File: config.mk
export PLATFORM = sky130hd
export DESIGN_NAME = dcache_ctrl
export DESIGN_NICKNAME = d
export VERILOG_FILES = /design/src/verilog/dcache_pkg.sv /design/src/verilog/dcache_ctrl.sv
export VERILOG_INCLUDE_DIRS = /design/src /design/src/verilog
export SDC_FILE = /design/constraint.sdc
export NUM_CORES = 1
export LEC_CHECK = 0
export ABC_AREA = 1
export BUFFER_PORTS_ARGS = -buffer_cell sky130_fd_sc_hd__clkbuf_2
export CORE_AREA = 3 3 562 564
export DETAILED_ROUTE_END_ITERATION = 7
export DIE_AREA = 0 0 565 567
export GPL_TIMING_DRIVEN = 1
export PLACE_DENSITY = 0.3
export SYNTH_ARGS = -nofsm -noshare
export SYNTH_HDL_FRONTEND = slang
export SYNTH_SLANG_ARGS = --single-unit
File: constraint.sdc
create_clock -name i_clk -period 8.87 [get_ports i_clk]
set_input_delay 0.887 -clock i_clk [delete_from_list [all_inputs] [get_ports i_clk]]
set_output_delay 0.887 -clock i_clk [all_outputs]
set_load 0.01 [all_outputs]
File: src/verilog/dcache_macros.svh
// Cache geometry for a 4-way, 2-set, 64-byte line data cache.
// The widths below must stay consistent with each other: the tag is
// the address width less the index and offset widths.
// Store size codes match the core's byte/half/word/double encoding.

`ifndef DCACHE_MACROS_SVH
`define DCACHE_MACROS_SVH

// --------------------
// Widths.
// --------------------
`define DC_ADDR_W   32
`define DC_DWORD_W  64
`define DC_LINE_W   512

// --------------------
// Geometry.
// --------------------
`define DC_WAYS     4
`define DC_SETS     2
`define DC_OFFSET_W 6
`define DC_INDEX_W  1
`define DC_TAG_W    25

// Store size codes.
`define DC_SZ_B     2'd0
`define DC_SZ_H     2'd1
`define DC_SZ_W     2'd2
`define DC_SZ_D     2'd3

`endif

File: src/verilog/dcache_pkg.sv
// Shared types of the data cache.
// Widths come from the macros header, so it must be on the include path.

`include "dcache_macros.svh"

package dcache_pkg;

    // --------------------
    // Plain vectors.
    // --------------------
    typedef logic [ `DC_ADDR_W   - 1:0 ] addr_t;
    typedef logic [ `DC_TAG_W    - 1:0 ] tag_t;
    typedef logic [ `DC_INDEX_W  - 1:0 ] index_t;
    typedef logic [ `DC_OFFSET_W - 1:0 ] offset_t;
    typedef logic [ 1:0 ]                way_t;
    typedef logic [ `DC_DWORD_W  - 1:0 ] dword_t;
    typedef logic [ `DC_LINE_W   - 1:0 ] line_t;
    typedef logic [ 1:0 ]                size_t;

    // --------------------
    // Structs.
    // --------------------

    // Core request, held by the controller for the whole access.
    typedef struct packed {
        logic   write;
        size_t  size;
        addr_t  addr;
        dword_t wdata;
    } cache_req_t;

    // Tag array result for the addressed set.
    typedef struct packed {
        logic hit;
        way_t way;
        way_t victim_way;
        logic victim_dirty;
        tag_t victim_tag;
    } lookup_t;

    // Line-sized request toward the backing memory.
    typedef struct packed {
        logic  write;
        addr_t addr;
        line_t line;
    } mem_req_t;

    typedef enum logic [ 2:0 ] {
        IDLE,
        LOOKUP,
        WRITEBACK,
        REFILL_REQ,
        REFILL_WAIT,
        RESPOND
    } ctrl_state_e;

endpackage

File: src/verilog/dcache_ctrl.sv
// Miss sequencing and handshakes for the data cache.
// One access in flight: a request is taken only in IDLE.
// A miss writes back a dirty victim, refills, then repeats the lookup.
// Memory requests are held stable until i_mem_ready.

`include "dcache_macros.svh"

module dcache_ctrl (
    input  logic                   i_clk,
    input  logic                   i_arst,
    input  logic                   i_req_valid,
    input  dcache_pkg::cache_req_t i_req,
    input  logic                   i_rsp_ready,
    input  logic                   i_mem_ready,
    input  logic                   i_fill_valid,
    input  dcache_pkg::lookup_t    i_lookup,
    input  dcache_pkg::line_t      i_line,
    input  dcache_pkg::dword_t     i_dword,
    output logic                   o_req_ready,
    output logic                   o_rsp_valid,
    output logic                   o_rsp_hit,
    output dcache_pkg::dword_t     o_rsp_data,
    output logic                   o_mem_valid,
    output dcache_pkg::mem_req_t   o_mem_req,
    output dcache_pkg::index_t     o_index,
    output dcache_pkg::tag_t       o_tag,
    output dcache_pkg::offset_t    o_offset,
    output dcache_pkg::size_t      o_size,
    output dcache_pkg::dword_t     o_wdata,
    output dcache_pkg::way_t       o_way,
    output logic                   o_store,
    output logic                   o_fill,
    output logic                   o_touch
);
    import dcache_pkg::*;

    ctrl_state_e state;
    ctrl_state_e state_nxt;
    cache_req_t  req_q;
    logic        miss_q;
    dword_t      rsp_data_q;
    logic        lookup_hit;

    // --------------------
    // Held request fields.
    // --------------------
    assign o_index  = req_q.addr[ `DC_OFFSET_W +: `DC_INDEX_W ];
    assign o_tag    = req_q.addr[ `DC_ADDR_W - 1 -: `DC_TAG_W ];
    assign o_offset = req_q.addr[ `DC_OFFSET_W - 1:0 ];
    assign o_size   = req_q.size;
    assign o_wdata  = req_q.wdata;

    assign lookup_hit = ( state == LOOKUP ) & i_lookup.hit;

    // Hit way for the lookup, victim way for write-back and refill.
    assign o_way   = ( state == LOOKUP ) ? i_lookup.way : i_lookup.victim_way;
    assign o_store = lookup_hit & req_q.write;
    assign o_touch = lookup_hit;
    assign o_fill  = ( state == REFILL_WAIT ) & i_fill_valid;

    // --------------------
    // Handshakes.
    // --------------------
    assign o_req_ready = ( state == IDLE );
    assign o_rsp_valid = ( state == RESPOND );
    assign o_rsp_hit   = ~miss_q;
    assign o_rsp_data  = rsp_data_q;

    assign o_mem_valid     = ( state == WRITEBACK ) | ( state == REFILL_REQ );
    assign o_mem_req.write = ( state == WRITEBACK );
    assign o_mem_req.line  = i_line;
    assign o_mem_req.addr  = ( state == WRITEBACK ) ?
                             { i_lookup.victim_tag, o_index, { `DC_OFFSET_W{ 1'b0 } } } :
                             { o_tag, o_index, { `DC_OFFSET_W{ 1'b0 } } };

    // --------------------
    // State machine.
    // --------------------
    always_comb begin
        state_nxt = state;
        case ( state )
            IDLE:        if ( i_req_valid ) state_nxt = LOOKUP;
            LOOKUP: begin
                if ( i_lookup.hit ) begin
                    state_nxt = RESPOND;
                end
                else if ( i_lookup.victim_dirty ) begin
                    state_nxt = WRITEBACK;
                end
                else begin
                    state_nxt = REFILL_REQ;
                end
            end
            WRITEBACK:   if ( i_mem_ready ) state_nxt = REFILL_REQ;
            REFILL_REQ:  if ( i_mem_ready ) state_nxt = REFILL_WAIT;
            REFILL_WAIT: if ( i_fill_valid ) state_nxt = LOOKUP;
            RESPOND:     if ( i_rsp_ready ) state_nxt = IDLE;
            default:     state_nxt = IDLE;
        endcase
    end

    always_ff @( posedge i_clk, posedge i_arst ) begin
        if ( i_arst ) begin
            state  <= IDLE;
            miss_q <= 1'b0;
        end
        else begin
            state <= state_nxt;
            // Any miss before the final lookup means the first one missed.
            if ( o_req_ready & i_req_valid ) begin
                miss_q <= 1'b0;
            end
            else if ( ( state == LOOKUP ) & ~i_lookup.hit ) begin
                miss_q <= 1'b1;
            end
        end
    end

    // Request and response payload.
    always_ff @( posedge i_clk ) begin
        if ( o_req_ready & i_req_valid ) begin
            req_q <= i_req;
        end
        if ( lookup_hit ) begin
            rsp_data_q <= i_dword;
        end
    end

endmodule

* Word level (Yosys, flattened, before mapping) *
Cells that the tools add are included.

storage, ports and cells
  register bits = 167
  output and inout port bits = 716
  word-level logic and storage cells = 40

cells by class
  eq/ne operators = 10
  muxes and demuxes = 12
  bitwise logic cells = 8
  reduce and logical (&&, ||, !) cells = 3

operator list
  kind                                                             count
  32-bit two-way mux                                               1
  3-bit two-way mux                                                6
  3-bit case mux with 6 select lines                               1
  2-bit inequality test, second input constant                     5
  3-bit by 2-bit == test with 1-bit output, second input constant  2
  3-bit == test, second input constant                             2
  1-bit bitwise AND                                                5
  5-bit AND reduction                                              1
  3-bit by 1-bit == test with 1-bit output, second input constant  1
  3-bit logical NOT                                                1
  1-bit two-way mux                                                3
  2-bit two-way mux                                                1
  1-bit inverter                                                   2
  2-bit nonzero test                                               1
  1-bit bitwise OR                                                 1

* Longest topological paths before layout *
  word-level depth = 4
  mapped depth = 7
  gate-level depth less buffers = 7

* Least setup slack after synthesis *
OpenSTA, ideal clock, no wires.

  kind = input port to flip-flop
  from = input i_req_valid
  to = register req_q, in the netlist o_index, enable pin
  arrival = 7645 ps
  required time = 8190 ps
  path slack = 545 ps
  stages = 2
  path buffers = 0
  cell sequence = inv_1 > nor3_1

on the way
  word-level cells in the longest chain between the ends = 1

RTL lines
  element               line                source
  from (decl)           dcache_ctrl.sv:11   input logic i_req_valid,
  1-bit bitwise AND     dcache_ctrl.sv:121  if ( o_req_ready & i_req_valid ) begin
  to (signal assigned)  dcache_ctrl.sv:122  req_q <= i_req;
  to (decl)             dcache_ctrl.sv:39   cache_req_t req_q;

Every way passes these cells.
A chain may end at the register's enable or synchronous reset.

* Worst setup path in the final report *
  from = register state[2]
  to = output o_touch

on the way
  word-level cells in the longest chain between the ends = 2

RTL lines
  element                                   line                source
  from (decl)                               dcache_ctrl.sv:37   ctrl_state_e state;
  from (signal assigned)                    dcache_ctrl.sv:108  state <= state_nxt;
  3-bit by 1-bit == test with 1-bit output  dcache_ctrl.sv:53   assign lookup_hit = ( state == LOOKUP ) & i_lookup.hit;
  1-bit bitwise AND                         dcache_ctrl.sv:53
  to (decl)                                 dcache_ctrl.sv:33   output logic o_touch

Every way passes these cells.

==> flow_metrics.py <==
metrics = {
    "run_status": {
        "status": "complete, no violations",
    },
    "die": {
        "die_w_um": 565,
        "core_um2": 311400,
        "num_rows": 205,
        "start_util_pct": 3.273,
        "die_y_um": 567,
        "io-pin-count": 1428,
        "die_area_um2": 320400,
    },
    "cells_and_area": {
        "final_util_pct": 4.287,
        "fin_nets": 1432,
        "final_common_cell": "clkbuf_2",
        "drive_gt1_share_pct": 60.30,
        "nFillCells": 37040,
        "ff_latch_area_um2": 4995,
        "post-route-cell-area_um2": 13350,
        "multi_input_area_um2": 509.2,
        "areaGrowthSynthToFinish_pct": 30.98,
        "final_cells": 4877,
        "most-common-layout-cells": "397 x clkbuf_2, 163 x edfxtp_1, 89 x nand2_1",
    },
    "clocking": {
        "cts_tree": "done",
        "cts.sinks": 167,
        "clk_latency_ns": 0.49,
        "cts_root_buf": "clkbuf_16",
        "cts_buffers": 17,
        "cts_hold_buf": 0,
        "clk_pin_slew_ns": 0.08,
        "max-clock-path-buffers": 2,
        "h-tree-depth": 4,
        "cts_setup_buffers": 0,
        "post_cts_resized": 0,
    },
    "global_route": {
        "met2_usage_pct": 15.93,
        "antenna_found_initial": 75,
        "grt_pass1_wl_um": 178900,
        "top_usage_layer": "met2",
        "use_met3_pct": 14.76,
        "gr-total-overflow": 0,
        "grt_max_degree": 66,
        "track_usage_pct": 9.844,
        "grt_use_met1_pct": 5.016,
        "grt_pass1_vias": 6082,
    },
    "synth": {
        "syn_area_um2": 10190,
        "yosysSeqAreaShare_pct": 49.01,
        "yosysWarnings": 0,
        "ys_seq_elements": 167,
        "syn_area_per_cell_um2": 11.14,
        "syn_inst": 915,
        "ys_types": 21,
    },
    "setup_path": {
        "worst-path-max-fanout": 65,
        "end_kind": "primary output",
        "crit_type": "reg -> out",
        "cp.required_ns": 7.98,
        "rr_startpoint": "state[0]",
        "startpoint_type": "flip-flop",
        "cp-startpoint": "state[2]",
        "worstPathArrival_ns": 2.47,
    },
    "routing": {
        "drc": 0,
        "ant_nets": 0,
        "first_iter_violations": 262,
        "post_drt_wl_per_cell_um": 33.76,
        "wl_um": 164600,
        "first_pass_iters": 4,
        "num_vias": 5973,
        "vias_per_cell": 1.225,
    },
    "sta": {
        "final-hold-violation-count": 0,
        "slew_headroom_pct": 38.94,
        "rsz0062_at_grt": "no",
        "fin_crit_ns": 3.357,
        "hold_ws_ns": 0.2944,
        "finalCritPeriodShare_pct": 37.85,
        "slew_violations": 0,
        "fmax_ghz": 0.2979,
        "skew_ns": 0.01341,
        "tightest_slew_ns": 0.9159,
        "finalSetupViolations": 0,
        "finalSetupTns_ns": 0,
    },
    "power_and_ir_drop": {
        "powerDensity_nw_per_um2": 194.0,
        "ir_drop_mv": 0.1910,
        "p_leak_nw": 3.919,
    },
    "placement": {
        "numPortBuffers": 397,
        "post_dp_cell_area_um2": 12760,
        "dp_hpwl_um": 156800,
        "place_congestion": 0.8219,
        "placedCellCount": 4841,
    },
    "job": {
        "maxCapViolations": 0,
    },
    "worst_hold_path": {
        "hold_class": "in -> async",
    },
}
power by group:
| part | switching, mW | internal [mW] |
|---|---|---|
| Combinational | 0.489 | 0.188 |
| Clock | 0.391 | 0.376 |
| Sequential | 0.0891 | 1.06 |
| Total | 0.969 | 1.62 |
worst max-delay path, cell delays in order, from the launching register on:
cell      delay [ns]
dfrtp_1         0.48
inv_2           0.15
nand3_1         0.24
nor2_4          0.15
buf_4           0.65
clkbuf_2        0.27
cells by family (layout without fill, tap and decap cells):
| group | Yosys count | count (layout) | synth area share, % |
|---|---|---|---|
| AOI/OAI and AO/OA | 7 | 7 | 0.3927 |
| and+or+nand+nor | 106 | 106 | 4.260 |
| DFF | 167 | 167 | 49.01 |
| buffers and inverters | 634 | 447 | 46.30 |
| other | 1 | 10 | 0.03679 |
sequential cells by signal (all words and copies together) (netlist names):
signal and flops:
o_rsp_data 64, o_size 2, o_offset 6, o_wdata 64, miss_q 1, o_index 1, state 3, o_tag 25
req_q 1
final cells by class:
type,count,share of cell area (%)
inverters,14,0.4311
clock inverters,15,1.172
flip-flops and latches,167,37.41
clock buffers,17,3.187
repair buffers,401,15.11
well taps,4140,38.80
diodes,4,0.07498
multi-input cells,119,3.814
final timing paths:
check / end / slack [ns] / cells past startpoint
setup / recovery: o_touch / 5.51 / 5
hold / removal: state[2] / 0.29 / 2
setup reg to reg: o_wdata[11] / 6.53 / 5
hold reg to reg: miss_q / 0.52 / 2
max in group asynchronous: miss_q / 8.37 / 2
min in group i_clk: miss_q / 0.52 / 2
per-layer routing:
| metal | vias up | share of wire [%] |
|---|---|---|
| met5 | - | 0.45 |
| met4 | 12 | 4.2 |
| met3 | 252 | 33 |
| met2 | 1470 | 45 |
| met1 | 2321 | 17 |
| li1 | 1918 | - |
stage by stage:
step	setup WS [ns]	total power, mW
finish	5.513	2.590
global route	5.308	2.761
CTS	5.447	2.676
detailed placement	5.753	1.870
global placement	5.706	1.884
floorplan	0.5445	1.746
Yosys cell counts:
cell | number | area (um^2)
o21ai_0 | 2 | 10.01
nand3_1 | 3 | 15.01
a21oi_1 | 3 | 15.01
nor3_1 | 3 | 15.01
inv_1 | 11 | 41.29
inv_2 | 2 | 7.510
buf_6 | 2 | 22.52
o21bai_1 | 2 | 15.01
dfrtp_1 | 4 | 100.1
nand2_1 | 89 | 334.1
buf_4 | 618 | 4639
nand4_1 | 2 | 12.51
nor3b_1 | 1 | 7.510
edfxtp_1 | 163 | 4895
inv_6 | 1 | 8.760
nand2_2 | 1 | 6.260
conb_1 | 1 | 3.750
nor2_1 | 4 | 15.01
nor2_2 | 1 | 6.260
nand2_4 | 1 | 11.26
nor2_4 | 1 | 11.26
Power figures use the tool's default switching activity.
