===== src/verilog/dcache_macros.svh =====
// Cache geometry for a 4-way, 2-set, 64-byte line data cache.
// The widths below must stay consistent with each other: the tag is
// the address width less the index and offset widths.
// Store size codes match the core's byte/half/word/double encoding.

`ifndef DCACHE_MACROS_SVH
`define DCACHE_MACROS_SVH

// --------------------
// Widths.
// --------------------
`define DC_ADDR_W   32
`define DC_DWORD_W  64
`define DC_LINE_W   512

// --------------------
// Geometry.
// --------------------
`define DC_WAYS     4
`define DC_SETS     2
`define DC_OFFSET_W 6
`define DC_INDEX_W  1
`define DC_TAG_W    25

// Store size codes.
`define DC_SZ_B     2'd0
`define DC_SZ_H     2'd1
`define DC_SZ_W     2'd2
`define DC_SZ_D     2'd3

`endif


===== src/verilog/dcache_pkg.sv =====
// Shared types of the data cache.
// Widths come from the macros header, so it must be on the include path.

`include "dcache_macros.svh"

package dcache_pkg;

    // --------------------
    // Plain vectors.
    // --------------------
    typedef logic [ `DC_ADDR_W   - 1:0 ] addr_t;
    typedef logic [ `DC_TAG_W    - 1:0 ] tag_t;
    typedef logic [ `DC_INDEX_W  - 1:0 ] index_t;
    typedef logic [ `DC_OFFSET_W - 1:0 ] offset_t;
    typedef logic [ 1:0 ]                way_t;
    typedef logic [ `DC_DWORD_W  - 1:0 ] dword_t;
    typedef logic [ `DC_LINE_W   - 1:0 ] line_t;
    typedef logic [ 1:0 ]                size_t;

    // --------------------
    // Structs.
    // --------------------

    // Core request, held by the controller for the whole access.
    typedef struct packed {
        logic   write;
        size_t  size;
        addr_t  addr;
        dword_t wdata;
    } cache_req_t;

    // Tag array result for the addressed set.
    typedef struct packed {
        logic hit;
        way_t way;
        way_t victim_way;
        logic victim_dirty;
        tag_t victim_tag;
    } lookup_t;

    // Line-sized request toward the backing memory.
    typedef struct packed {
        logic  write;
        addr_t addr;
        line_t line;
    } mem_req_t;

    typedef enum logic [ 2:0 ] {
        IDLE,
        LOOKUP,
        WRITEBACK,
        REFILL_REQ,
        REFILL_WAIT,
        RESPOND
    } ctrl_state_e;

endpackage


===== src/verilog/dcache_plru.sv =====
// Tree pseudo-LRU for a 4-way cache, one 3-bit tree per set.
// Bit 0 is the root, bit 1 the left leaf, bit 2 the right leaf.
// A set bit points the victim search to the right.

`include "dcache_macros.svh"

module dcache_plru (
    input  logic               i_clk,
    input  logic               i_arst,
    input  dcache_pkg::index_t i_index,
    input  logic               i_touch,
    input  dcache_pkg::way_t   i_touch_way,
    output dcache_pkg::way_t   o_victim
);
    import dcache_pkg::*;

    logic [ 2:0 ] tree [ `DC_SETS ];
    logic [ 2:0 ] cur;

    assign cur = tree[ i_index ];

    // Root picks the half, then that half's leaf picks the way.
    assign o_victim = { cur[ 0 ], ( cur[ 0 ] ? cur[ 2 ] : cur[ 1 ] ) };

    // --------------------
    // Update on hit.
    // --------------------
    always_ff @( posedge i_clk, posedge i_arst ) begin
        if ( i_arst ) begin
            for ( int s = 0; s < `DC_SETS; s++ ) begin
                tree[ s ] <= '0;
            end
        end
        else if ( i_touch ) begin
            // Point away from the way just used.
            tree[ i_index ][ 0 ] <= ~i_touch_way[ 1 ];
            if ( i_touch_way[ 1 ] ) begin
                tree[ i_index ][ 2 ] <= ~i_touch_way[ 0 ];
            end
            else begin
                tree[ i_index ][ 1 ] <= ~i_touch_way[ 0 ];
            end
        end
    end

endmodule


===== config.mk =====
export PLATFORM = sky130hd
export DESIGN_NAME = dcache_plru
export DESIGN_NICKNAME = d
export VERILOG_FILES = /design/src/verilog/dcache_pkg.sv /design/src/verilog/dcache_plru.sv
export VERILOG_INCLUDE_DIRS = /design/src /design/src/verilog
export SDC_FILE = /design/constraint.sdc
export NUM_CORES = 1
export LEC_CHECK = 0
export BUFFER_PORTS_ARGS = -buffer_cell sky130_fd_sc_hd__buf_2
export CAP_MARGIN = 20
export CORE_AREA = 3 3 40 42
export CTS_CLUSTER_DIAMETER = 40
export CTS_CLUSTER_SIZE = 40
export DETAILED_ROUTE_END_ITERATION = 10
export DIE_AREA = 0 0 43 45
export GPL_ROUTABILITY_DRIVEN = 0
export HOLD_SLACK_MARGIN = 0.1
export PLACE_DENSITY_LB_ADDON = 0.25
export SKIP_LAST_GASP = 1
export SYNTH_ARGS = -nofsm -noshare
export SYNTH_HDL_FRONTEND = slang
export SYNTH_SLANG_ARGS = --single-unit

===== constraint.sdc =====
create_clock -name i_clk -period 1.5 [get_ports i_clk]
set_input_delay 0.075 -clock i_clk [delete_from_list [all_inputs] [get_ports i_clk]]
set_output_delay 0.075 -clock i_clk [all_outputs]
set_load 0.03 [all_outputs]

Word level (Yosys, flattened, before mapping):

Cells that the tools add are included.

* register bits after elaboration: 6
* bits of input ports: 6
* output and inout bits: 2
* word-level logic and storage cells: 22

* $lt $le $gt $ge: 2
* multiplexer cells: 14
* bitwise gates (word level): 3
* reductions and logical operators: 1

Operator list (count)
* 6-bit bitwise mux: 3
* 3-bit two-way mux: 4
* 3-bit demux with 1-bit select: 3
* 6-bit two-way mux: 1
* 2-bit >= comparator, second input constant: 1
* 2-bit by 1-bit < comparator with 1-bit output, second input constant: 1
* 1-bit two-way mux: 2
* 2-bit two-way mux: 1
* 1-bit inverter: 2
* 1-bit inverter with 2-bit output: 1
* 1-bit logical AND: 1

Longest topological paths before layout:

Gate-level depths: netlist of run 1.

* depth after elaboration: 8
* depth in mapped cells: 3
* gate-level depth less buffers: 2

Worst setup path before layout of run 1:

Ideal clock, no wire load.

* path kind: register -> output
* from: register tree[0] (netlist bit)
* to: output port o_victim[0]
* arrival time: 1015 ps
* required time: 1425 ps
* setup slack: 410 ps
* stages on the path, launching flop included: 3
* buffers on the path: 0
* path through: dfrtp_1 -> mux2i_1 -> mux2i_1

* longest elaborated chain between the ends: 4

RTL lines
* start: declaration: RTL line dcache_plru.sv:17 `` logic [ 2:0 ] tree [ `DC_SETS ]; ``
* start signal: indexed assignment: RTL line dcache_plru.sv:36 `tree[ i_index ][ 0 ] <= ~i_touch_way[ 1 ];`
* start signal: indexed assignment: RTL line dcache_plru.sv:38 `tree[ i_index ][ 2 ] <= ~i_touch_way[ 0 ];`
* start signal: indexed assignment: RTL line dcache_plru.sv:41 `tree[ i_index ][ 1 ] <= ~i_touch_way[ 0 ];`
* 3-bit two-way mux (implied by the code) (3 in a row): RTL line dcache_plru.sv:20 `assign cur = tree[ i_index ];`
* 1-bit two-way mux: RTL line dcache_plru.sv:23 `assign o_victim = { cur[ 0 ], ( cur[ 0 ] ? cur[ 2 ] : cur[ 1 ] ) };`
* end: declaration: RTL line dcache_plru.sv:13 `output dcache_pkg::way_t o_victim`

No other way between the ends. The select of a mux whose other input is x is not followed.

Worst setup path in the final report of run 1:

* from: register tree[0] (netlist bit)
* to: output port o_victim[1]

* longest elaborated chain between the ends: 3

RTL lines (RTL line)
* 3-bit two-way mux (implied by the code) (3 in a row): dcache_plru.sv:20

No other way between the ends. The select of a mux whose other input is x is not followed.

==> impl_metrics.json, run 1 <==
{
  "status": "finished, final reports clean",
  "cts.htree.levels": 1,
  "dr.first_iter.drc_count": 3,
  "cts_sinks": 6,
  "ant_nets": 0,
  "die_y_um": 45,
  "dp_cells": 49,
  "seq_area_frac_synth_pct": 46.15,
  "setup_viol": 0,
  "startpoint_type": "register",
  "cts_buffer_depth": 2,
  "slew_headroom_pct": 84.41,
  "synth_cell_types": 12,
  "synthTopCellsByCount": "7 x mux2i_1, 6 x dfrtp_1, 5 x inv_1",
  "finalClockSkew_ns": 0,
  "dr.pass1.iters": 2,
  "fin_crit_sh_pct": 79.16,
  "slew_violations": 0,
  "insertion_delay_ns": 0.24,
  "synth-seq-cells": 6,
  "yosysTopAreaCell": "dfrtp_1",
  "first_global_vias": 230,
  "worst_r2r_path_depth": 2,
  "avgSynthCellArea_um2": 11.62,
  "critPathKind": "reg -> out",
  "syn-num-nets": 34,
  "path_clk_slew_ns": 0.04,
  "synth_edf_count": 0,
  "worst_pin_slew_ns": 0.2336,
  "cp.buffers_inverters": 1,
  "row_count": 13,
  "nFillCells": 138,
  "gr-total-overflow": 0,
  "die_x_um": 43,
  "synth-async-reset-ratio_pct": 100.0,
  "finalHoldViolations": 0,
  "min_period_ns": 1.187,
  "startpoint": "tree[0]$_DFFE_PP0P_",
  "synth_area_um2": 325.3,
  "largest_register_ffs": 6,
  "power_density_nw_per_um2": 1134,
  "portBuffers": 7,
  "maxCapViolCount": 0,
  "crit_family": "flip-flops",
  "synthCells": 28,
  "fin_ws_ns": 0.3125,
  "synth_area_leaders": "dfrtp_1 46%, mux2i_1 22%, inv_1 5.8%",
  "drt-total-wl_um": 600,
  "top_register": "tree",
  "antenna_found_initial": 0,
  "yosysWarnings": 0,
  "drive_gt1_share_pct": 28.21,
  "crit_fanout": 3,
  "p_leak_nw": 0.2217,
  "rsz0062_at_grt": "no",
  "grt_pass1_wl_um": 917,
  "hold_depth": 2,
  "fin_cells": 54,
  "setup-tns-final_ns": 0,
  "nNetsFinal": 47,
  "total_power_mw": 0.4654,
  "vias": 230,
  "die-area_um2": 1935,
  "critical_path_depth": 2,
  "min_path_type": "in -> reg",
  "dp_slack_ns": 0.5717,
  "core_area_um2": 1285,
  "tritoncts": "yes",
  "slowest_delay_ns": 0.39,
  "post-route-util_pct": 31.94,
  "viasPerCell": 4.259,
  "num_antenna_cells": 0,
  "wl_per_cell_um": 11.11,
  "min_to": "tree[0]$_DFFE_PP0P_",
  "rr_startpoint": "tree[0]$_DFFE_PP0P_",
  "critPathArrivalTime_ns": 1.11,
  "dp_hpwl_um": 492.6,
  "num_io_pins": 8,
  "netlist.area_leader.share_pct": 46.15,
  "cts_resized": 0,
  "area_delta_synth_final_pct": 26.15,
  "r2r-end": "tree[0]$_DFFE_PP0P_",
  "path_cells": "mux2_1, buf_2",
  "yosysMostFrequentCell": "mux2i_1",
  "crit_required_ns": 1.42,
  "grt.total_usage_pct": 7.125,
  "reg_top3": "tree: 6 flops",
  "end_kind": "output port",
  "hp-start": "i_touch_way[1]",
  "ir_worst_vdd_mv": 0.3139,
  "drc": 0,
  "cts-root-buf": "clkbuf_4",
  "synth_top_flop_cell": "dfrtp_1",
  "grt_max_degree": 10,
  "rrSetupSlack_ns": 0.80,
  "cts-buffers-inserted": 3,
  "crit_path_top_delay_cell": "dfrtp_1",
  "max_freq_ghz": 0.8421,
  "start_util_pct": 25.32
}
## layout make-up
class	count	area (µm²)	area share, %
Sequential cell	6	150.1	36.59
Multi-Input combinational cell	16	145.1	35.37
Timing Repair Buffer	9	55.05	13.41
Clock buffer	3	22.52	5.488
Inverter	5	18.77	4.573
Tap cell	15	18.77	4.573
## layout by cell type (no fill, tap or decap)
cell type      instances
a21o_1                 1
a21oi_1                1
a31oi_1                1
buf_2                  7
clkbuf_4               3
dfrtp_1                6
dlygate4sd3_1          2
inv_1                  5
mux2_1                 1
mux2i_1                7
nand2b_1               1
nand3_1                1
nand3b_1               2
nor3b_4                1
## timing repair
item                                   CTS  global route
endpoints found under the hold margin   10             0
hold buffers                             2             0
setup buffers                            0             0
## per-layer routing
metal	GRT usage (%)	wire length (µm)
met1	5.897	232
met2	11.38	286
met3	3.187	59
met4	9.036	23
met5	0	0
## logic make-up after synthesis
family | after synthesis | share of synthesized area, %
muxes | 8 | 25.00
buffers and inverters | 6 | 9.231
DFF | 6 | 46.15
AOI/OAI and AO/OA | 3 | 5.770
and+or+nand+nor | 5 | 13.85
## per-stage QoR
stage,area [µm²],hold slack [ns]
after floorplan,325.3,-0.1340
final,410.4,0.1184
after global placement,367.9,-0.005066
after CTS,410.4,0.1108
after global routing,410.4,0.1285
after detailed placement,367.9,0.007776
## how the worst max path moves through the flow
stage             endpoint
2_1_floorplan  o_victim[0]
3_3_place_gp   o_victim[1]
3_5_place_dp   o_victim[1]
4_1_cts        o_victim[1]
5_1_grt        o_victim[0]
6_report       o_victim[1]
## power breakdown
part	internal [mW]	switching (mW)	leakage [nW]	total, mW
logic	0.0490	0.0629	0.139	0.112
clock network	0.0903	0.0558	0.0138	0.146
registers	0.190	0.0173	0.0692	0.207
total	0.329	0.136	0.222	0.465
Power figures use the tool's default switching activity.
==> inputs of run 2 (changes only) <==
==> constraint.sdc (replaced) <==
create_clock -name i_clk -period 1.1 [get_ports i_clk]
set_input_delay 0.055 -clock i_clk [delete_from_list [all_inputs] [get_ports i_clk]]
set_output_delay 0.055 -clock i_clk [all_outputs]
set_load 0.03 [all_outputs]
==> impl_metrics.json, run 2 (synthesized netlist as in run 1, its figures left out) <==
{
  "maxCapViolCount": 0,
  "violations": "setup timing",
  "core_area_um2": 1285,
  "cts-root-buf": "clkbuf_4",
  "rr_startpoint": "tree[0]$_DFFE_PP0P_",
  "slew_violations": 0,
  "crit_family": "flip-flops",
  "num_io_pins": 8,
  "viasPerCell": 4.304,
  "cts_sinks": 6,
  "start_util_pct": 25.32,
  "row_count": 13,
  "ir_worst_vdd_mv": 0.6106,
  "p_int_mw": 0.4705,
  "dr.pass1.iters": 4,
  "p_comb_share_pct": 27.2,
  "min_to": "tree[0]$_DFFE_PP0P_",
  "grt_pass1_wl_um": 1041,
  "gr-total-overflow": 0,
  "grt_max_degree": 10,
  "dr.first_iter.drc_count": 5,
  "final_common_cell": "mux2i_1",
  "finalHoldViolations": 0,
  "critPathArrivalTime_ns": 1.09,
  "wl_met1_um": 276,
  "num_antenna_cells": 0,
  "rsz0062_at_grt": "yes",
  "crit_required_ns": 1.04,
  "total_power_mw": 0.6576,
  "cts.htree.levels": 1,
  "pwr-share-clk_pct": 30.0,
  "sequentialPowerShare_pct": 42.9,
  "multi_input_area_um2": 148.9,
  "first_global_vias": 248,
  "die_x_um": 43,
  "grt.total_usage_pct": 7.718,
  "nNetsFinal": 49,
  "cts_buffer_depth": 2,
  "dp_hpwl_um": 481.2,
  "startpoint_type": "register",
  "min_path_type": "in -> reg",
  "wl_met2_um": 283,
  "crit_fanout": 3,
  "cp.buffers_inverters": 1,
  "slew_headroom_pct": 84.23,
  "drive_gt1_share_pct": 29.27,
  "area_delta_synth_final_pct": 36.15,
  "die_y_um": 45,
  "dp_cells": 49,
  "routed-wl-met3_um": 50,
  "drt-total-wl_um": 610,
  "cts-buffers-inserted": 3,
  "rrSetupSlack_ns": 0.40,
  "max_freq_ghz": 0.8754,
  "post-cts-setup-buffers": 0,
  "insertion_delay_ns": 0.24,
  "nFillCells": 135,
  "top_layer": "met3",
  "antenna_found_initial": 0,
  "vias": 241,
  "portBuffers": 7,
  "end_kind": "output port",
  "status": "finished, violations left",
  "critPathKind": "reg -> out",
  "regArea_um2": 150.1,
  "path_cells": "mux2i_1, mux2i_1, buf_4",
  "r2r-end": "tree[0]$_DFFE_PP0P_",
  "critical_path_depth": 3,
  "setup_viol": 2,
  "die-area_um2": 1935,
  "wl_per_cell_um": 10.89,
  "top_register": "tree",
  "p_sw_mw": 0.1871,
  "fin_crit_sh_pct": 103.9,
  "hold_depth": 2,
  "p_leak_nw": 0.2371,
  "power_density_nw_per_um2": 1485,
  "largest_register_ffs": 6,
  "worst_r2r_path_depth": 2,
  "reg_top3": "tree: 6 flops",
  "tritoncts": "yes",
  "final_cell_mix": "7 x mux2i_1, 6 x dfrtp_1, 5 x inv_1, 5 x buf_2, 4 x dlygate4sd3_1",
  "drc": 0,
  "slowest_delay_ns": 0.38,
  "ant_nets": 0,
  "crit_path_top_delay_cell": "dfrtp_1",
  "min_period_ns": 1.142,
  "path_clk_slew_ns": 0.05,
  "fin_cells": 56,
  "hp-start": "i_index",
  "fin_ws_ns": -0.04236,
  "finalClockSkew_ns": 0,
  "netSwitchingFraction_pct": 28.45,
  "worst_pin_slew_ns": 0.2363,
  "cp_common_cell": "mux2i_1"
}
run 2: worst max path at each step:
stage                             start          end  slack (ns)
global placement    tree[0]$_DFFE_PP0P_  o_victim[0]        0.19
floorplan           tree[0]$_DFFE_PP0P_  o_victim[0]        0.03
CTS                 tree[0]$_DFFE_PP0P_  o_victim[0]       -0.07
global route        tree[0]$_DFFE_PP0P_  o_victim[0]       -0.12
detailed placement  tree[0]$_DFFE_PP0P_  o_victim[0]        0.18
finish              tree[0]$_DFFE_PP0P_  o_victim[0]       -0.04
run 2: per-layer routing:
layer / global-route usage (%) / vias up
met2: 11.68 / 9
li1: - / 123
met4: 3.614 / 0
met3: 5.179 / 0
met5: 0 / -
met1: 8.374 / 109
run 2: worst register-to-register path, stage by stage (launching register included):
cell and delay, ns:
dfrtp_1 0.40, a21oi_1 0.12, a31oi_1 0.05
run 2: what timing repair did:
action,CTS,global route
endpoints found under the setup margin,2,2
hold buffers,4,0
hold endpoints to repair,11,0
gates resized for setup,4,0
run 2: power groups by stage:
stage,clock [mW],sequential (mW),combinational [mW]
final,0.197,0.282,0.179
after global routing,0.221,0.286,0.196
after CTS,0.209,0.282,0.183
after detailed placement,0,0.285,0.153
after global placement,0,0.284,0.148
after floorplan,0,0.279,0.113
run 2: through the flow:
step	utilization (%)	cell area [µm²]	TNS, ns	setup WS [ns]	hold WS, ns
after floorplan	-	325.3	0	0.02950	-0.1540
after global placement	28.63	367.9	0	0.1864	-0.02105
after detailed placement	28.63	367.9	0	0.1790	-0.02033
after CTS	34.47	442.9	-0.09279	-0.06878	0.1548
after global routing	34.47	442.9	-0.1639	-0.1193	0.2000
final	34.47	442.9	-0.05428	-0.04236	0.1672
run 2: area by class of cell:
cell class,instances,share of cell area (%)
clock buffers,3,5.085
inverters,5,4.237
flip-flops and latches,6,33.90
repair buffers,11,18.93
well taps,15,4.237
multi-input cells,16,33.62
