===== config.mk =====
export PLATFORM = sky130hd
export DESIGN_NAME = dcache_tag_array
export DESIGN_NICKNAME = d
export VERILOG_FILES = /design/src/verilog/dcache_pkg.sv /design/src/verilog/dcache_tag_array.sv
export VERILOG_INCLUDE_DIRS = /design/src /design/src/verilog
export SDC_FILE = /design/constraint.sdc
export NUM_CORES = 1
export LEC_CHECK = 0
export BUFFER_PORTS_ARGS = -buffer_cell sky130_fd_sc_hd__buf_4
export CORE_MARGIN = 4
export CORE_UTILIZATION = 40
export CTS_BUF_LIST = sky130_fd_sc_hd__clkbuf_4
export DETAILED_ROUTE_END_ITERATION = 16
export PLACE_DENSITY = 0.53
export SLEW_MARGIN = 15
export SYNTH_ARGS = -nofsm -noshare
export SYNTH_HDL_FRONTEND = slang
export SYNTH_SLANG_ARGS = --single-unit

===== constraint.sdc =====
create_clock -name i_clk -period 6.05 [get_ports i_clk]
set_clock_uncertainty 0.2 [all_clocks]
set_input_delay 0.605 -clock i_clk [delete_from_list [all_inputs] [get_ports i_clk]]
set_output_delay 0.605 -clock i_clk [all_outputs]
set_load 0.01 [all_outputs]

===== src/verilog/dcache_macros.svh =====
// Cache geometry for a 4-way, 2-set, 64-byte line data cache.
// The widths below must stay consistent with each other: the tag is
// the address width less the index and offset widths.
// Store size codes match the core's byte/half/word/double encoding.

`ifndef DCACHE_MACROS_SVH
`define DCACHE_MACROS_SVH

// --------------------
// Widths.
// --------------------
`define DC_ADDR_W   32
`define DC_DWORD_W  64
`define DC_LINE_W   512

// --------------------
// Geometry.
// --------------------
`define DC_WAYS     4
`define DC_SETS     2
`define DC_OFFSET_W 6
`define DC_INDEX_W  1
`define DC_TAG_W    25

// Store size codes.
`define DC_SZ_B     2'd0
`define DC_SZ_H     2'd1
`define DC_SZ_W     2'd2
`define DC_SZ_D     2'd3

`endif


===== src/verilog/dcache_pkg.sv =====
// Shared types of the data cache.
// Widths come from the macros header, so it must be on the include path.

`include "dcache_macros.svh"

package dcache_pkg;

    // --------------------
    // Plain vectors.
    // --------------------
    typedef logic [ `DC_ADDR_W   - 1:0 ] addr_t;
    typedef logic [ `DC_TAG_W    - 1:0 ] tag_t;
    typedef logic [ `DC_INDEX_W  - 1:0 ] index_t;
    typedef logic [ `DC_OFFSET_W - 1:0 ] offset_t;
    typedef logic [ 1:0 ]                way_t;
    typedef logic [ `DC_DWORD_W  - 1:0 ] dword_t;
    typedef logic [ `DC_LINE_W   - 1:0 ] line_t;
    typedef logic [ 1:0 ]                size_t;

    // --------------------
    // Structs.
    // --------------------

    // Core request, held by the controller for the whole access.
    typedef struct packed {
        logic   write;
        size_t  size;
        addr_t  addr;
        dword_t wdata;
    } cache_req_t;

    // Tag array result for the addressed set.
    typedef struct packed {
        logic hit;
        way_t way;
        way_t victim_way;
        logic victim_dirty;
        tag_t victim_tag;
    } lookup_t;

    // Line-sized request toward the backing memory.
    typedef struct packed {
        logic  write;
        addr_t addr;
        line_t line;
    } mem_req_t;

    typedef enum logic [ 2:0 ] {
        IDLE,
        LOOKUP,
        WRITEBACK,
        REFILL_REQ,
        REFILL_WAIT,
        RESPOND
    } ctrl_state_e;

endpackage


===== src/verilog/dcache_tag_array.sv =====
// Tag, valid and dirty bits for all ways and sets.
// Lookup is combinational on the index and tag inputs.
// A fill always lands in the victim way that the PLRU reports,
// so the PLRU must not move between the miss and the fill.

`include "dcache_macros.svh"

module dcache_tag_array (
    input  logic                i_clk,
    input  logic                i_arst,
    input  dcache_pkg::index_t  i_index,
    input  dcache_pkg::tag_t    i_tag,
    input  dcache_pkg::way_t    i_victim,
    input  logic                i_fill,
    input  dcache_pkg::way_t    i_store_way,
    input  logic                i_store,
    output dcache_pkg::lookup_t o_lookup
);
    import dcache_pkg::*;

    tag_t                  tags  [ `DC_SETS ][ `DC_WAYS ];
    logic [ `DC_WAYS-1:0 ] valid [ `DC_SETS ];
    logic [ `DC_WAYS-1:0 ] dirty [ `DC_SETS ];
    logic [ `DC_WAYS-1:0 ] match;

    // --------------------
    // Lookup.
    // --------------------
    always_comb begin
        for ( int w = 0; w < `DC_WAYS; w++ ) begin
            match[ w ] = valid[ i_index ][ w ] & ( tags[ i_index ][ w ] == i_tag );
        end

        o_lookup.hit = |match;
        o_lookup.way = '0;
        // Walk down so the lowest matching way wins.
        for ( int w = `DC_WAYS - 1; w >= 0; w-- ) begin
            if ( match[ w ] ) begin
                o_lookup.way = way_t'( w );
            end
        end

        o_lookup.victim_way   = i_victim;
        o_lookup.victim_dirty = valid[ i_index ][ i_victim ] & dirty[ i_index ][ i_victim ];
        o_lookup.victim_tag   = tags[ i_index ][ i_victim ];
    end

    // --------------------
    // State bits.
    // --------------------
    always_ff @( posedge i_clk, posedge i_arst ) begin
        if ( i_arst ) begin
            for ( int s = 0; s < `DC_SETS; s++ ) begin
                valid[ s ] <= '0;
                dirty[ s ] <= '0;
            end
        end
        else if ( i_fill ) begin
            // Fresh line from memory is clean.
            valid[ i_index ][ i_victim ] <= 1'b1;
            dirty[ i_index ][ i_victim ] <= 1'b0;
        end
        else if ( i_store ) begin
            dirty[ i_index ][ i_store_way ] <= 1'b1;
        end
    end

    // Tag storage.
    always_ff @( posedge i_clk ) begin
        if ( i_fill ) begin
            tags[ i_index ][ i_victim ] <= i_tag;
        end
    end

endmodule


; Word-level counts from Yosys, hierarchy flattened
; Memory sizes are Yosys's and may differ from the RTL's.
; Cells that the tools add are included.
[word_totals]
ff_bits = 16
mem_bits_rw = 200
in_bits = 34
out_inout_bits = 31
wordCells = 65
mem_count = 1
[classes]
n_lt_le_gt_ge = 8
eq_ne = 4
n_mux = 31
bitwise = 11
n_reduce_logical = 6
[mem_list]
columns = memory, words, word_bits, rd, rd_ports_with_merged_regs, write_ports, line
row1 = tags, 2, 100, 1, 0, 1, dcache_tag_array.sv:21  ; tag_t tags [ `DC_SETS ][ `DC_WAYS ];
[op_table]
columns = operator, n
row1 = equality test 25 bit, 4
row2 = 2-to-1 mux 100 bit, 1
row3 = 2-to-1 mux 25 bit, 3
row4 = binary-select mux 25 bit (select 2 bit), 1
row5 = demux 25 bit (select 2 bit), 1
row6 = 2-to-1 mux 4 bit, 8
row7 = 2-to-1 mux 8 bit, 2
row8 = bitwise OR 8 bit, 2
row9 = bitwise AND 8 bit, 1
row10 = demux 4 bit (select 1 bit), 2
row11 = 2-to-1 mux 2 bit, 4
row12 = NOT 8 bit, 1
row13 = "less-than comparator 2 x 3 -> 1 bit, second input constant", 2
row14 = bitwise AND 1 bit, 5
row15 = 2-to-1 mux 1 bit, 5
row16 = binary-select mux 1 bit (select 2 bit), 2
row17 = demux 1 bit (select 2 bit), 2
row18 = ">= comparator 2 x 1 -> 1 bit, second input constant", 2
row19 = logical AND 1 bit, 4
row20 = OR reduction 4 bit, 1
row21 = ">= comparator 3 bit, second input constant", 1
row22 = "less-than comparator 3 x 1 -> 1 bit, second input constant", 1
row23 = NOT 2 -> 3 bit, 1
row24 = ">= comparator 2 bit, second input constant", 1
row25 = 3 further kinds, 3

; Depth between registers and ports, before layout
; Gate-level depths: netlist of run 1.
[depth]
ltp_word = 9
mapped_depth = 9
ltp_nobuf = 6

; Least setup slack after synthesis of run 1
; No wires, ideal clock.
[synth_path]
kind = input to register
startpoint = input port i_index
endpoint = memory tags[0][25] (netlist name), enable pin
setup_time_ns = 0.442
arrival_time_ns = 3.197
required_time_ns = 5.408
slack_ns = 2.211
cell_stages = 5
n_path_buf = 4
path_cell_list = buf_4 -> buf_6 -> clkbuf_1 -> buf_2 -> nor3_1
[synth_rtl]
columns = item, line
row1 = from (decl), dcache_tag_array.sv:11  ; input dcache_pkg::index_t i_index,
row2 = to (decl), dcache_tag_array.sv:21
; No word-level cell before the write port.

==> summary.txt, run 1 <==
Synthesis
  – Synth Cell Area: 0.009945 sq mm
  – Yosys top cell by area: edfxtp_1
  – Netlist cell types: between 40 and 50
  – Mapped Cells: 695
  – Share of the synthesized area in the top cell type: 0.6039
  – Synth warn: 0
  – Post-synthesis sequential area ratio: 0.6442
  – Seq cells post-synth: between 200 and 250
  – Post-Synthesis Net Count: ~730
  – Synth Flop Type: edfxtp_1
  – EDFF count, synth: 200
  – Fraction of registers with async set/reset: 0.07407
  – Synthesized area per cell: between 10 and 15 sq um
  – Top cells by area, synth: edfxtp_1 (60%), mux2i_1 (10%), xnor2_1 (5.5%)

Setup path
  – Reg2reg end: dirty[7]$_DFFE_PP0P_
  – Crit start category: input port
  – Crit path capture type: output pin
  – CP endpoint: o_lookup[28]
  – Setup slack, reg-to-reg: about 4500 ps
  – Crit path DAT: ~3600 ps
  – Worst Setup SP: i_index
  – Cells on worst reg2reg path: 3
  – CP max FO: 68
  – Reg-to-reg startpoint: dirty[7]$_DFFE_PP0P_
  – Critical path class: in2out
  – Required @ worst endpoint: 5240 ps

Finish
  – Share of layout cells above drive strength 1: 0.2506
  – Most frequent cells in the layout: edfxtp_1 (200), mux2i_1 (101), clkbuf_4 (89), nand2_1 (78), buf_4 (69)
  – Area of the multi-input gates: roughly 0.0034 sq mm
  – Register area: between 0.006 and 0.007 sq mm
  – Final Core Density: 0.4814
  – Fill cells: approximately 2200
  – Commonest non-fill, non-tap cell in the layout: edfxtp_1
  – Area growth syn-to-layout: 18.07%
  – Nets@finish: about 850

Clock network
  – Clock Latency Late Sink: approximately 670 ps
  – Root buf cell: clkbuf_4
  – Longest Clk Path Bufs: 3
  – Clock Sinks: 216
  – CTS resizes: 0
  – CTS HTree Levels: 2
  – CTS Buf Count: 58
  – CTS tree: built
  – Clock slew at reported path FFs: 70 ps

Power and ir drop
  – Combinational Power Share: 0.117
  – Internal power: approximately 2.6 mW
  – Clk pwr share: 0.378
  – Sw Pwr: ~0.83 mW
  – Reg power frac: 0.505
  – Sw frac: 0.2457
  – Peak VDD IR: around 0.14 mV
  – Power Density: 288.9 mW/mm^2
  – Leak Pwr: 4.318 nW

Detailed routing
  – Vias: ~6200
  – Avg WL per Cell: 22.50 microns
  – Post-DR vias/cell: 5.229
  – Initial detailed-routing violation count: 390
  – Post-route ant nets: 0
  – DRT Pass-1 Iters: 5
  – Post-route DRC: 0
  – Final WL: ~27000 microns

Floorplanning
  – Die Wd: between 150 and 200 microns
  – Row cnt: 57
  – Die H: roughly 170 microns
  – Starting Density: 0.4077
  – Core Region: around 0.024 sq mm
  – Die ar.: approximately 0.027 sq mm
  – # IOs: 65

STA
  – Max Slew Vio Count: 0
  – Period utilization: 0.7300
  – Final hold violation count: 0
  – Fmax: ~0.23 GHz
  – Setup_tns: 0 ps
  – Final min period: approximately 4400 ps
  – Final Setup Violations: 0
  – Worst slew margin: 0.2349
  – Worst Tran Pin Value: approximately 1100 ps
  – RSZ-0062 raised after global routing: no

Flow run
  – Max-cap violations: 0

GRT
  – Antenna violations before repair: 1
  – Grt ovf: 0
  – First-pass GRT wire length: ~40000 microns
  – Number of global-route vias before repair: around 6500
  – Largest net degree at the start of global routing: 69
  – GRT Overall Usage: 0.1928

Placement
  – Routability Congestion: roughly 0.82
  – Post-DP HPWL: roughly 16000 microns
  – Buffers on Ports: 64

Status
  – Status: finished, final reports clean

Min path
  – HP Class: in2reg
-- worst max-delay path, stage by stage --
cell     delay (ps)
buf_6           650
buf_4           470
mux2i_1         350
xnor2_1         100
nor4_1          270
nand3_1         160
or4_4           580
a21oi_2         210
buf_4           160
-- sequential cells by signal (all words and copies together), names as in the netlist --
| signal | cells |
|---|---|
| dirty | 8 |
| tags | 200 |
| valid | 8 |
-- cells by family after synthesis --
kind of cell | Yosys count | synth area share
muxes | 111 | 0.1175
AOI/OAI and AO/OA | 60 | 0.04378
and+or+nand+nor | 167 | 0.08342
DFF | 216 | 0.6442
xor gates and xnor gates | 100 | 0.08807
buffers and inverters | 41 | 0.02302
-- power by group through the flow --
stage / Combinational (mW) / Sequential, mW / Clock [mW]
final: 0.398 / 1.71 / 1.28
after global routing: 0.433 / 1.71 / 1.41
after CTS: 0.404 / 1.71 / 1.33
after detailed placement: 0.387 / 1.74 / 0
after global placement: 0.385 / 1.74 / 0
after floorplan: 0.226 / 1.74 / 0
-- cell usage after synthesis (all sizes together), types with 10 or more instances --
library cell  instances
a21oi                16
dfrtp                16
buf                  17
mux2i               101
xor2                 38
a211oi               10
nor2                 17
clkbuf               18
xnor2                62
nor4                 14
and3                 10
nand4                11
nand2                78
a31o                 19
edfxtp              200
-- final cells by class --
cell class,count,area share
clock inverter,12,0.006181
antenna,1,0.0002131
clock buffer,89,0.05691
timing repair buffer,97,0.06809
multi-input combinational,438,0.2866
tap,324,0.03453
sequential,216,0.5456
inverter,6,0.001918
-- metal layers --
metal	global-route usage	share of wire	vias to the layer above
li1	-	-	2867
met1	0.2688	0.45	3053
met2	0.3031	0.46	216
met3	0.04266	0.058	50
met4	0.06169	0.025	0
met5	0	0	-
-- stage by stage --
step | total power, mW | area [sq um] | hold WS, ps | std cells | worst slack (ps)
CTS | 3.441 | 11740 | 8.838 | 1182 | 1630
floorplan | 1.962 | 9945 | 251.2 | 695 | 2211
global placement | 2.125 | 10730 | 278.2 | 1054 | 1656
detailed placement | 2.129 | 10730 | 277.7 | 1054 | 1647
global route | 3.562 | 11740 | 9.875 | 1183 | 1412
finish | 3.392 | 11740 | 62.15 | 1183 | 1633
-- what timing repair did --
action                                 4_1_cts  5_1_grt
buffers inserted                             0        0
hold buffers                                27        0
endpoints found under the hold margin      160        0
-- worst min-delay path by stage --
stage | from | to | slack, ps | cells after the start
6_report | i_tag[12] | tags[0][37]$_DFFE_PP_ | 60 | 1
3_3_place_gp | dirty[0]$_DFFE_PP0P_ | dirty[0]$_DFFE_PP0P_ | 280 | 2
5_1_grt | i_tag[17] | tags[0][67]$_DFFE_PP_ | 10 | 1
4_1_cts | i_tag[12] | tags[0][12]$_DFFE_PP_ | 9 | 1
2_1_floorplan | valid[4]$_DFFE_PP0P_ | valid[4]$_DFFE_PP0P_ | 250 | 1
3_5_place_dp | valid[5]$_DFFE_PP0P_ | valid[5]$_DFFE_PP0P_ | 280 | 1
No activity file was read; power rests on OpenSTA's default activity.
==> inputs of run 2 (changes only) <==
Settings changed: PLACE_DENSITY 0.53 to 0.55.
Clock period 6.05 ns to 3.6 ns, I/O delays scaled along.
==> run 2 against run 1 <==
  * Core utilization up 1.6 points
  * Sequential power is 68% higher
  * Hold slack better by 95 ps
  * Critical path depth did not move
  * First-iteration DRC count rose by 4.1%
  * Final cell count is 3.2% higher
  * Non-clock buffer count rose by 35
  * Combinational power up 79%
  * Worst setup slack got worse by 1500 ps
  * Critical path type unchanged
  * Largest cell class unchanged
==> summary.txt, run 2 (synthesis gave the netlist of run 1 again) <==
Status
  – Status: finished, final reports clean

Finish
  – Top reg by flops: tags
  – Area growth syn-to-layout: 21.88%
  – Top Registers: tags: 200 flops, dirty: 8 flops, valid: 8 flops
  – Max reg flops: 200 (unchanged)
  – Commonest non-fill, non-tap cell in the layout: edfxtp_1
  – Nets@finish: 885 (+4.0%)
  – Share of layout cells above drive strength 1: 0.2757 (+0.02509)
  – Most frequent cells in the layout: edfxtp_1 (200), mux2i_1 (99), buf_4 (93), clkbuf_4 (81), nand2_1 (78)
  – Final cell count without fillers: 1221 (+3.2%)
  – Final Core Density: 0.4969 (+0.01554)

Clock network
  – CTS HTree Levels: 2 (unchanged)
  – CTS tree: built
  – Clock Latency Late Sink: 650 ps (-20 ps)
  – Root buf cell: clkbuf_4
  – Clock slew at reported path FFs: 70 ps (about the same)
  – Longest Clk Path Bufs: 3 (unchanged)
  – Clock Sinks: 216 (unchanged)
  – CTS Buf Count: 57 (-1.7%)

GRT
  – First-pass GRT wire length: 40390 microns (+0.40%)
  – Grt ovf: 0 (unchanged)
  – GRT Overall Usage: 0.1921 (-0.0007208)
  – Antenna violations before repair: 2 (+1)
  – Number of global-route vias before repair: 6650 (+2.9%)
  – Largest net degree at the start of global routing: 31 (-55%)

STA
  – Worst slew margin: 0.5414 (+0.3065)
  – Fmax: between 0.2 and 0.3 GHz
  – Final hold violation count: 0 (unchanged)
  – Period utilization: 0.9668
  – Final Setup Violations: 0 (unchanged)
  – Max Slew Vio Count: 0 (unchanged)
  – Worst Tran Pin Value: 686.2 ps (-458.7 ps)
  – Final min period: 3480 ps
  – Setup_tns: 0 ps (unchanged)

Setup path
  – CP max stage delay: 470 ps (-180 ps)
  – CP max FO: 24 (-65%)
  – Crit start category: input port
  – WP buf/inv: 3 (unchanged)
  – Cells on worst reg2reg path: 3 (unchanged)
  – Reg2reg end: dirty[2]$_DFFE_PP0P_
  – Top delay family on crit path: simple AND/OR/NAND/NOR gates
  – Crit path DAT: 2920 ps (-690 ps)
  – Cell mode on critical path: buf_4
  – Ordered cell list for the critical path: buf_6, buf_4, mux2i_1, xnor2_1, nor4_1, o211ai_1, or4_4, nand4b_1, buf_4
  – Setup slack, reg-to-reg: 2130 ps (-2410 ps)
  – Crit path capture type: output pin
  – Reg-to-reg startpoint: dirty[2]$_DFFE_PP0P_
  – CP max-delay cell: or4_4
  – Critical path class: in2out
  – Required @ worst endpoint: 3040 ps (-2200 ps)

Floorplanning
  – Starting Density: 0.4077 (unchanged)
  – # IOs: 65 (unchanged)
  – Die H: 165.7 microns (unchanged)
  – Die Wd: 165.7 microns (unchanged)
  – Core Region: 0.02439 sq mm (unchanged)
  – Die ar.: 0.02745 sq mm (unchanged)
  – Row cnt: 57 (unchanged)

Detailed routing
  – Post-DR vias/cell: 5.215 (-0.26%)
  – Vias: 6368 (+2.9%)
  – Avg WL per Cell: 22.18 microns (-1.5%)
  – Post-route ant nets: 0 (unchanged)
  – Post-route DRC: 0 (unchanged)
  – Final WL: 27080 microns (+1.7%)
  – DRT Pass-1 Iters: 5 (unchanged)
  – Initial detailed-routing violation count: 406 (+4.1%)

Placement
  – Dpl cells: 1082 (+2.7%)
  – Routability Congestion: 0.8264 (+0.81%)
  – Buffers on Ports: 64 (unchanged)
  – Post-DP HPWL: 18000 microns (+11%)

Min path
  – HP Class: in2async

Power and ir drop
  – Leak Pwr: 4.509 nW (+4.4%)
  – Tot Pwr: 5.699 mW (+68%)
  – Power Density: 470.2 mW/mm^2 (+63%)
  – Peak VDD IR: 0.2530 mV (+82%)

Flow run
  – Max-cap violations: 0 (unchanged)
-- run 2: cell count changes in the layout (fill, tap and decap cells not counted), moves of 3 or more --
cell           change
buf_12             +5
buf_4             +24
clkbuf_4           -8
clkinv_1           +7
clkinv_2           +4
dlygate4sd3_1      +6
nor4_1             -3
-- run 2: metal layers --
layer / track usage / part of all wire
met1: 0.2674 / 0.45
met4: 0.04878 / 0.013
met5: 0 / 0
met2: 0.3114 / 0.48
met3: 0.03861 / 0.057
-- run 2: repair_timing --
item                                    in CTS  in global routing
setup buffers                                0                  1
gates resized for setup                      1                  8
hold buffers                                33                  0
endpoints found under the setup margin       2                  3
pin swaps                                    1                  2
hold endpoints to repair                   224                  0
-- run 2: metrics by stage --
stage | hold WS [ps] | setup WS, ps | instance area (sq um)
final | 157.5 | 119.7 | 12120
after detailed placement | 280.3 | 153.8 | 11000
after floorplan | 73.74 | 5.883 | 9945
after global routing | 185.6 | -37.33 | 12120
after global placement | 257.2 | 136.3 | 11000
after CTS | 122.5 | 10.99 | 12060
-- run 2: final cells by class --
type                       count  area (sq um)
antenna                        1         2.502
timing repair buffer         132          1140
fill                        2158         12270
multi-input combinational    438          3417
clock buffer                  81         608.1
clock inverter                23         118.9
sequential                   216          6406
tap                          324         405.4
inverter                       6         22.52
-- run 2: tightest hold or removal path, delay by kind of cell --
kind,cells,cell delay (ps)
buf+inv,3,1140
-- run 2: where the power goes --
| group | switching [mW] | internal [mW] | total, mW |
|---|---|---|---|
| logic | 0.411 | 0.301 | 0.713 |
| registers | 0.0329 | 2.84 | 2.87 |
| clock network | 0.999 | 1.11 | 2.11 |
-- run 2: worst max-delay path by stage --
stage                            end             startpoint  cells past startpoint  slack, ps
6_report                o_lookup[30]                i_index                      9        120
5_1_grt                 o_lookup[29]  tags[1][21]$_DFFE_PP_                      7        -40
4_1_cts                 o_lookup[29]  tags[0][28]$_DFFE_PP_                      8         10
3_5_place_dp            o_lookup[28]                i_index                      9        150
3_3_place_gp            o_lookup[28]                i_index                      9        140
2_1_floorplan  tags[0][25]$_DFFE_PP_                i_index                      5          6
